**src/verilog/ddr_phy_consts.svh**
```systemverilog
`ifndef DDR_PHY_CONSTS_SVH
`define DDR_PHY_CONSTS_SVH

// pin counts of one full-rate slot
`define MEM_ADDRESS_WIDTH 14
`define MEM_CHIP_SELECT_WIDTH 2
`define MEM_CLK_EN_WIDTH 2
`define MEM_CK_WIDTH 1

// all chip selects high deselects every rank
`define NOP_CS_N {`MEM_CHIP_SELECT_WIDTH{1'b1}}

// cke low keeps the memory in its power-up state until the controller raises it
`define RESET_CKE {`MEM_CLK_EN_WIDTH{1'b0}}

`endif

```
**src/verilog/addr_cmd_pkg.sv**
```systemverilog
`default_nettype none

`include "ddr_phy_consts.svh"

package addr_cmd_pkg;

	// one full-rate slot
	typedef logic [`MEM_ADDRESS_WIDTH-1:0] mem_addr_t;
	typedef logic [`MEM_CHIP_SELECT_WIDTH-1:0] mem_cs_n_t;
	typedef logic [`MEM_CLK_EN_WIDTH-1:0] mem_cke_t;

	// one half-rate word, low slot in the lower half
	typedef logic [2*`MEM_ADDRESS_WIDTH-1:0] afi_addr_t;
	typedef logic [2*`MEM_CHIP_SELECT_WIDTH-1:0] afi_cs_n_t;
	typedef logic [2*`MEM_CLK_EN_WIDTH-1:0] afi_cke_t;

	typedef logic [`MEM_CK_WIDTH-1:0] mem_ck_t;

	// each state names the slot currently on the pins
	typedef enum logic [1:0]
	{
		IDLE,
		SEND_LO,
		SEND_HI
	} ser_state_t;

endpackage

`default_nettype wire

```
**src/verilog/addr_cmd_pads.sv**
```systemverilog
`timescale 1ns/1ps
`default_nettype none

module addr_cmd_pads #(
	parameter int REGISTER_C2P = 1
) (
	input wire logic pll_afi_clk,
	input wire logic arst_n,
	input wire logic word_valid,
	input wire addr_cmd_pkg::afi_addr_t word_address,
	input wire addr_cmd_pkg::afi_cs_n_t word_cs_n,
	input wire addr_cmd_pkg::afi_cke_t word_cke,
	input wire addr_cmd_pkg::mem_ck_t mem_clk_enable,
	output logic word_take,
	output addr_cmd_pkg::mem_addr_t mem_address,
	output addr_cmd_pkg::mem_cs_n_t mem_cs_n,
	output addr_cmd_pkg::mem_cke_t mem_cke,
	output addr_cmd_pkg::mem_ck_t mem_ck,
	output addr_cmd_pkg::mem_ck_t mem_ck_n
);

	import addr_cmd_pkg::*;

	logic c2p_valid;
	afi_addr_t c2p_address;
	afi_cs_n_t c2p_cs_n;
	afi_cke_t c2p_cke;
	logic ser_take;

	generate
		if (REGISTER_C2P == 1)
		begin : g_c2p_reg
			logic take_d;

			// capture only empties its buffer a cycle after the serializer took the copy,
			// so the copy stays invalid for the take cycle and the one after it
			always_ff @(posedge pll_afi_clk or negedge arst_n)
			begin
				if (!arst_n)
				begin
					c2p_valid <= 1'b0;
					take_d <= 1'b0;
				end
				else
				begin
					c2p_valid <= word_valid && !ser_take && !take_d;
					take_d <= ser_take;
				end
			end

			always_ff @(posedge pll_afi_clk)
			begin
				c2p_address <= word_address;
				c2p_cs_n <= word_cs_n;
				c2p_cke <= word_cke;
			end

			assign word_take = take_d;
		end
		else
		begin : g_c2p_bypass
			assign c2p_valid = word_valid;
			assign c2p_address = word_address;
			assign c2p_cs_n = word_cs_n;
			assign c2p_cke = word_cke;
			assign word_take = ser_take;
		end
	endgenerate

	hr_to_fr_serializer ser_i (
		.pll_afi_clk(pll_afi_clk),
		.arst_n(arst_n),
		.word_valid(c2p_valid),
		.word_address(c2p_address),
		.word_cs_n(c2p_cs_n),
		.word_cke(c2p_cke),
		.word_take(ser_take),
		.mem_address(mem_address),
		.mem_cs_n(mem_cs_n),
		.mem_cke(mem_cke)
	);

	mem_ck_pair_gen ck_gen_i (
		.pll_afi_clk(pll_afi_clk),
		.arst_n(arst_n),
		.mem_clk_enable(mem_clk_enable),
		.mem_ck(mem_ck),
		.mem_ck_n(mem_ck_n)
	);

endmodule

`default_nettype wire

```
**src/verilog/afi_cmd_capture.sv**
```systemverilog
`timescale 1ns/1ps
`default_nettype none

module afi_cmd_capture (
	input wire logic pll_afi_clk,
	input wire logic arst_n,
	input wire logic cmd_req,
	input wire addr_cmd_pkg::afi_addr_t afi_address,
	input wire addr_cmd_pkg::afi_cs_n_t afi_cs_n,
	input wire addr_cmd_pkg::afi_cke_t afi_cke,
	input wire logic word_take,
	output logic cmd_ack,
	output logic word_valid,
	output addr_cmd_pkg::afi_addr_t word_address,
	output addr_cmd_pkg::afi_cs_n_t word_cs_n,
	output addr_cmd_pkg::afi_cke_t word_cke
);

	logic latch;

	// a full buffer holds off the latch, and with it the ack
	assign latch = cmd_req && !cmd_ack && !word_valid;

	always_ff @(posedge pll_afi_clk or negedge arst_n)
	begin
		if (!arst_n)
		begin
			cmd_ack <= 1'b0;
		end
		else if (latch)
		begin
			cmd_ack <= 1'b1;
		end
		else if (cmd_ack && !cmd_req)
		begin
			cmd_ack <= 1'b0;
		end
	end

	always_ff @(posedge pll_afi_clk or negedge arst_n)
	begin
		if (!arst_n)
		begin
			word_valid <= 1'b0;
		end
		else if (latch)
		begin
			word_valid <= 1'b1;
		end
		else if (word_take)
		begin
			word_valid <= 1'b0;
		end
	end

	always_ff @(posedge pll_afi_clk)
	begin
		if (latch)
		begin
			word_address <= afi_address;
			word_cs_n <= afi_cs_n;
			word_cke <= afi_cke;
		end
	end

	// the host may only release req once it has seen ack
	req_held_until_ack: assert property (
		@(posedge pll_afi_clk) disable iff (!arst_n)
		$fell(cmd_req) |-> $past(cmd_ack)
	);

	// with the C2P register the take arrives late, so the buffer must still be full
	take_only_when_full: assert property (
		@(posedge pll_afi_clk) disable iff (!arst_n)
		word_take |-> word_valid
	);

endmodule

`default_nettype wire

```
**src/verilog/ddr_addr_cmd_phy.sv**
```systemverilog
`timescale 1ns/1ps
`default_nettype none

module ddr_addr_cmd_phy #(
	parameter int REGISTER_C2P = 1
) (
	input wire logic pll_afi_clk,
	input wire logic arst_n,
	input wire logic cmd_req,
	input wire addr_cmd_pkg::afi_addr_t afi_address,
	input wire addr_cmd_pkg::afi_cs_n_t afi_cs_n,
	input wire addr_cmd_pkg::afi_cke_t afi_cke,
	input wire addr_cmd_pkg::mem_ck_t mem_clk_enable,
	output logic cmd_ack,
	output addr_cmd_pkg::mem_addr_t mem_address,
	output addr_cmd_pkg::mem_cs_n_t mem_cs_n,
	output addr_cmd_pkg::mem_cke_t mem_cke,
	output addr_cmd_pkg::mem_ck_t mem_ck,
	output addr_cmd_pkg::mem_ck_t mem_ck_n
);

	import addr_cmd_pkg::*;

	logic word_valid;
	logic word_take;
	afi_addr_t word_address;
	afi_cs_n_t word_cs_n;
	afi_cke_t word_cke;

	afi_cmd_capture capture_i (
		.pll_afi_clk(pll_afi_clk),
		.arst_n(arst_n),
		.cmd_req(cmd_req),
		.afi_address(afi_address),
		.afi_cs_n(afi_cs_n),
		.afi_cke(afi_cke),
		.word_take(word_take),
		.cmd_ack(cmd_ack),
		.word_valid(word_valid),
		.word_address(word_address),
		.word_cs_n(word_cs_n),
		.word_cke(word_cke)
	);

	addr_cmd_pads #(
		.REGISTER_C2P(REGISTER_C2P)
	) pads_i (
		.pll_afi_clk(pll_afi_clk),
		.arst_n(arst_n),
		.word_valid(word_valid),
		.word_address(word_address),
		.word_cs_n(word_cs_n),
		.word_cke(word_cke),
		.mem_clk_enable(mem_clk_enable),
		.word_take(word_take),
		.mem_address(mem_address),
		.mem_cs_n(mem_cs_n),
		.mem_cke(mem_cke),
		.mem_ck(mem_ck),
		.mem_ck_n(mem_ck_n)
	);

endmodule

`default_nettype wire

```
**src/verilog/hr_to_fr_serializer.sv**
```systemverilog
`timescale 1ns/1ps
`default_nettype none

`include "ddr_phy_consts.svh"

module hr_to_fr_serializer (
	input wire logic pll_afi_clk,
	input wire logic arst_n,
	input wire logic word_valid,
	input wire addr_cmd_pkg::afi_addr_t word_address,
	input wire addr_cmd_pkg::afi_cs_n_t word_cs_n,
	input wire addr_cmd_pkg::afi_cke_t word_cke,
	output logic word_take,
	output addr_cmd_pkg::mem_addr_t mem_address,
	output addr_cmd_pkg::mem_cs_n_t mem_cs_n,
	output addr_cmd_pkg::mem_cke_t mem_cke
);

	import addr_cmd_pkg::*;

	ser_state_t state;

	mem_addr_t lo_address;
	mem_addr_t hi_address;
	mem_cs_n_t lo_cs_n;
	mem_cs_n_t hi_cs_n;
	mem_cke_t lo_cke;
	mem_cke_t hi_cke;

	mem_addr_t hi_address_q;
	mem_cs_n_t hi_cs_n_q;
	mem_cke_t hi_cke_q;

	assign lo_address = word_address[`MEM_ADDRESS_WIDTH-1:0];
	assign hi_address = word_address[2*`MEM_ADDRESS_WIDTH-1:`MEM_ADDRESS_WIDTH];
	assign lo_cs_n = word_cs_n[`MEM_CHIP_SELECT_WIDTH-1:0];
	assign hi_cs_n = word_cs_n[2*`MEM_CHIP_SELECT_WIDTH-1:`MEM_CHIP_SELECT_WIDTH];
	assign lo_cke = word_cke[`MEM_CLK_EN_WIDTH-1:0];
	assign hi_cke = word_cke[2*`MEM_CLK_EN_WIDTH-1:`MEM_CLK_EN_WIDTH];

	// taking during the high slot lets consecutive words stream without a gap
	assign word_take = word_valid && (state == IDLE || state == SEND_HI);

	// the low slot goes straight to the pins, only the high slot waits a cycle
	always_ff @(posedge pll_afi_clk)
	begin
		if (word_take)
		begin
			hi_address_q <= hi_address;
			hi_cs_n_q <= hi_cs_n;
			hi_cke_q <= hi_cke;
		end
	end

	always_ff @(posedge pll_afi_clk or negedge arst_n)
	begin
		if (!arst_n)
		begin
			state <= IDLE;
			mem_address <= '0;
			mem_cs_n <= `NOP_CS_N;
			mem_cke <= `RESET_CKE;
		end
		else
		begin
			case (state)
				IDLE, SEND_HI:
				begin
					if (word_take)
					begin
						state <= SEND_LO;
						mem_address <= lo_address;
						mem_cs_n <= lo_cs_n;
						mem_cke <= lo_cke;
					end
					else
					begin
						// NOP slot, cke stays where the last command left it
						state <= IDLE;
						mem_address <= '0;
						mem_cs_n <= `NOP_CS_N;
					end
				end
				SEND_LO:
				begin
					state <= SEND_HI;
					mem_address <= hi_address_q;
					mem_cs_n <= hi_cs_n_q;
					mem_cke <= hi_cke_q;
				end
				default:
				begin
					state <= IDLE;
				end
			endcase
		end
	end

	idle_drives_nop: assert property (
		@(posedge pll_afi_clk) disable iff (!arst_n)
		(state == IDLE) |-> (mem_cs_n == `NOP_CS_N)
	);

endmodule

`default_nettype wire

```
**src/verilog/mem_ck_pair_gen.sv**
```systemverilog
`timescale 1ns/1ps
`default_nettype none

`include "ddr_phy_consts.svh"

module mem_ck_pair_gen (
	input wire logic pll_afi_clk,
	input wire logic arst_n,
	input wire addr_cmd_pkg::mem_ck_t mem_clk_enable,
	output addr_cmd_pkg::mem_ck_t mem_ck,
	output addr_cmd_pkg::mem_ck_t mem_ck_n
);

	import addr_cmd_pkg::*;

	wire mem_ck_t ck_q;

	genvar i;
	generate
		for (i = 0; i < `MEM_CK_WIDTH; i++)
		begin : g_pair
			logic tgl_q;

			// a disabled pair parks low one cycle after its enable drops
			always_ff @(posedge pll_afi_clk or negedge arst_n)
			begin
				if (!arst_n)
				begin
					tgl_q <= 1'b0;
				end
				else
				begin
					tgl_q <= mem_clk_enable[i] && !tgl_q;
				end
			end

			assign ck_q[i] = tgl_q;
		end
	endgenerate

	// both legs come from the one register so they cannot drift apart
	assign mem_ck = ck_q;
	assign mem_ck_n = ~ck_q;

	ck_pair_complementary: assert property (
		@(posedge pll_afi_clk) disable iff (!arst_n)
		(mem_ck ^ mem_ck_n) == {`MEM_CK_WIDTH{1'b1}}
	);

endmodule

`default_nettype wire
```
**config.mk**
```make
export PLATFORM = sky130hd
export DESIGN_NAME = ddr_addr_cmd_phy
export DESIGN_NICKNAME = d
export VERILOG_FILES = /design/src/verilog/addr_cmd_pkg.sv /design/src/verilog/addr_cmd_pads.sv /design/src/verilog/afi_cmd_capture.sv /design/src/verilog/ddr_addr_cmd_phy.sv /design/src/verilog/hr_to_fr_serializer.sv /design/src/verilog/mem_ck_pair_gen.sv
export VERILOG_INCLUDE_DIRS = /design/src /design/src/verilog
export SDC_FILE = /design/constraint.sdc
export NUM_CORES = 1
export LEC_CHECK = 0
export ABC_AREA = 1
export ABC_CLOCK_PERIOD_IN_PS = 4900
export BUFFER_PORTS_ARGS = -buffer_cell sky130_fd_sc_hd__buf_2
export CAP_MARGIN = 40
export CELL_PAD_IN_SITES_DETAIL_PLACEMENT = 1
export CELL_PAD_IN_SITES_GLOBAL_PLACEMENT = 2
export CORE_ASPECT_RATIO = 2
export CORE_MARGIN = 3
export CORE_UTILIZATION = 25
export CTS_CLUSTER_SIZE = 20
export DETAILED_ROUTE_END_ITERATION = 10
export HOLD_SLACK_MARGIN = 0.02
export PLACE_DENSITY = 0.63
export SLEW_MARGIN = 0
export SYNTH_ARGS = -nofsm -noshare
export SYNTH_HDL_FRONTEND = slang
export SYNTH_SLANG_ARGS = --single-unit
```
**constraint.sdc**
```tcl
create_clock -name pll_afi_clk -period 4.9 [get_ports pll_afi_clk]
set_input_delay 0.49 -clock pll_afi_clk [delete_from_list [all_inputs] [get_ports pll_afi_clk]]
set_output_delay 0.49 -clock pll_afi_clk [all_outputs]
set_load 0.03 [all_outputs]
```
==> impl_metrics.json <==
{
  "reg2reg_from": "pads_i.ser_i.state[0]",
  "fillCellCount": 1461,
  "worst-path-max-fanout": 2,
  "synth-seq-area-share": 0.849,
  "first_global_vias": 2060,
  "syn-instance-count": 212,
  "ys_types": 16,
  "hpwl_mm": 4.04,
  "grtUsageTotal": 0.0916,
  "clock_latency_ps": 400,
  "yosys.area.top_type_share": 0.468,
  "cp_num_cells": 1,
  "diodes": 0,
  "cts_root_buffer": "clkbuf_16",
  "drc": 0,
  "grt_max_degree": 37,
  "reg2reg_depth": 3,
  "crit_type": "register to output pin",
  "crit_family": "flip-flops",
  "worst-path-buf-inv": 1,
  "relSlewSlack": 0.566,
  "drtIter0Drc": 46,
  "timing.rr.end": "pads_i.ser_i.hi_address_q[12]",
  "via_per_inst": 3.89,
  "final_cells": 457,
  "portBuffers": 60,
  "syn_avg_cell_area_um2": 16.4,
  "grt-ovfl-total": 0,
  "final_net_count": 329,
  "htree_levels": 4,
  "post_cts.repair.setup_buffers": 0,
  "die_area_um2": 15400,
  "dpl_cell_area_um2": 3930,
  "synth_area_um2": 3470,
  "place.gp.congestion": 0.724,
  "start_kind": "register",
  "place_inst": 425,
  "synthTopCellsByArea": "edfxtp_1, dfxtp_1, dfrtp_1",
  "drv_cap": 0,
  "setup_tns_ps": 0,
  "syn_nets": 252,
  "max_freq_mhz": 623,
  "cp.arrival_ps": 1110,
  "cts_buffer_depth": 2,
  "ys_warn_count": 0,
  "ff2ff_setup_slack_ps": 3340,
  "finalMaxSlewViolations": 0,
  "io_pins": 61,
  "cts_tree": "built",
  "drtPass1Iterations": 4,
  "grt_pass1_wl_mm": 10.3,
  "drive_above_1_share": 0.397,
  "antenna_left": 0,
  "max_stage_delay_ps": 530,
  "drt-total-wl_mm": 6.10,
  "wire_per_inst_um": 13.4,
  "worstMarginPinSlew_ps": 649,
  "power_leakage_nw": 1.93,
  "finalSetupViolCount": 0,
  "status": "finished clean",
  "die_h_um": 173,
  "start_util": 0.257,
  "core_area_um2": 13500,
  "finalCriticalPeriod_ps": 1600,
  "clock_sinks": 114,
  "grt_setup_unrepaired": "false",
  "area_growth_pct": 30.1,
  "hold_class": "input port to asynchronous set/reset pin",
  "dr_total_vias": 1780,
  "cts-buffers-inserted": 17,
  "cts-resized-gates": 0,
  "worstPathCellList": "buf_2",
  "cts_hold_buf": 0,
  "grt_antenna_before_repair": 0,
  "power-per-cell-area_nw_per_um2": 670,
  "post-route-period-util": 0.327,
  "fp.dieW_um": 89.3,
  "critPathSlowestCell": "dfstp_2",
  "ir_drop_uv": 334,
  "hold_viol": 0,
  "clk_pin_slew_ps": 60,
  "design_area_um2": 4510,
  "synth-seq-cells": 114,
  "yosysTopAreaCell": "edfxtp_1",
  "end_kind": "output pin",
  "rows": 60,
  "cp_data_required_time_ps": 4410,
  "worst_clock_skew_ps": 6.46
}
[worst reg2reg max path, cell delays in order, from the launching register on]
cell     delay [ps]
dfrtp_1         430
inv_2           170
nand2_2          90
inv_2           480
[final cells by class]
type,count,area (µm²),area share
inverter,11,41.3,0.00915
clock buffer,17,425,0.0943
timing repair buffer,61,308,0.0682
multi-input combinational,84,440,0.0976
tap,155,194,0.0430
sequential,114,2950,0.653
clock inverter,15,159,0.0352
[logic make-up (layout without fill, tap and decap cells)]
kind of cell	count (synthesis)	after routing	share of synthesized area
AOI/OAI and AO/OA	3	3	0.00433
buffers and inverters	14	104	0.0238
DFF	114	114	0.849
and+or+nand+nor	81	81	0.123
[report_power, final]
| group | internal (W) | switching [W] |
|---|---|---|
| clock | 0.000751 | 0.000427 |
| sequential | 0.00127 | 0.0000928 |
| combinational | 0.000126 | 0.000356 |
| total | 0.00215 | 0.000876 |
[cell usage after synthesis]
| cell | instances |
|---|---|
| nand2_2 | 11 |
| nand2_1 | 46 |
| o21ai_0 | 3 |
| dfstp_2 | 2 |
| inv_2 | 3 |
| buf_6 | 1 |
| buf_8 | 2 |
| dfrtp_1 | 22 |
| nand3_1 | 11 |
| nand3_2 | 10 |
| nor2_1 | 1 |
| inv_1 | 8 |
| nor3_1 | 1 |
| edfxtp_1 | 54 |
| dfxtp_1 | 36 |
| nor2_8 | 1 |
[layer usage]
| layer | GRT usage | wire [µm] | vias to the layer above |
|---|---|---|---|
| met5 | 0 | 0 | - |
| met4 | 0.0522 | 162 | 0 |
| met3 | 0.0448 | 381 | 12 |
| met2 | 0.153 | 3390 | 45 |
| met1 | 0.0878 | 2170 | 850 |
| li1 | - | - | 873 |
[layout by cell type, fill, tap and decap left out]
| cell type | synthesis | routed |
|---|---|---|
| inv_2 | 3 | 3 |
| nand2_1 | 46 | 46 |
| clkinv_4 | 0 | 4 |
| nor2_1 | 1 | 1 |
| nand2_2 | 11 | 11 |
| nor3_1 | 1 | 1 |
| clkbuf_16 | 0 | 17 |
| buf_4 | 0 | 1 |
| clkinv_2 | 0 | 3 |
| dfrtp_1 | 22 | 22 |
| clkinvlp_4 | 0 | 3 |
| buf_2 | 0 | 60 |
| nor2_8 | 1 | 1 |
| edfxtp_1 | 54 | 54 |
| inv_6 | 0 | 3 |
| dfxtp_1 | 36 | 36 |
| dfstp_2 | 2 | 2 |
| nand3_2 | 10 | 10 |
| bufinv_16 | 0 | 2 |
| o21ai_0 | 3 | 3 |
| inv_1 | 8 | 8 |
| nand3_1 | 11 | 11 |
[how the worst max path moves through the flow]
stage | startpoint | to | slack, ps
after detailed placement | cmd_req | capture_i.word_address[2] | 3290
after global routing | pads_i.ser_i.state[0] | pads_i.ser_i.hi_address_q[9] | 3190
final | pads_i.ser_i.mem_cs_n[1] | mem_cs_n[1] | 3300
after CTS | pads_i.ser_i.mem_cs_n[1] | mem_cs_n[1] | 3260
after floorplan | capture_i.cmd_ack | capture_i.word_address[0] | 3130
after global placement | cmd_req | capture_i.word_address[2] | 3310
[metrics by stage]
step | util | setup slack, ps | total power [W] | hold WS (ps)
after floorplan | - | 3130 | 0.00172 | 194
after global placement | 0.291 | 3310 | 0.00186 | 325
after detailed placement | 0.291 | 3290 | 0.00188 | 329
after CTS | 0.334 | 3260 | 0.00309 | 99.0
after global routing | 0.334 | 3190 | 0.00320 | 123
final | 0.334 | 3300 | 0.00302 | 85.9
[sequential cells by signal, indices dropped and copies added, names as in the netlist, 2 cells and up]
name	cells
pads_i.ser_i.state	2
pads_i.c2p_cke	4
capture_i.word_cs_n	4
pads_i.ser_i.hi_cs_n_q	2
capture_i.word_cke	4
pads_i.ser_i.mem_address	14
pads_i.ser_i.mem_cs_n	2
capture_i.word_address	28
pads_i.c2p_cs_n	4
pads_i.c2p_address	28
pads_i.ser_i.hi_address_q	14
pads_i.ser_i.mem_cke	2
pads_i.ser_i.hi_cke_q	2
Power figures use the tool's default switching activity.
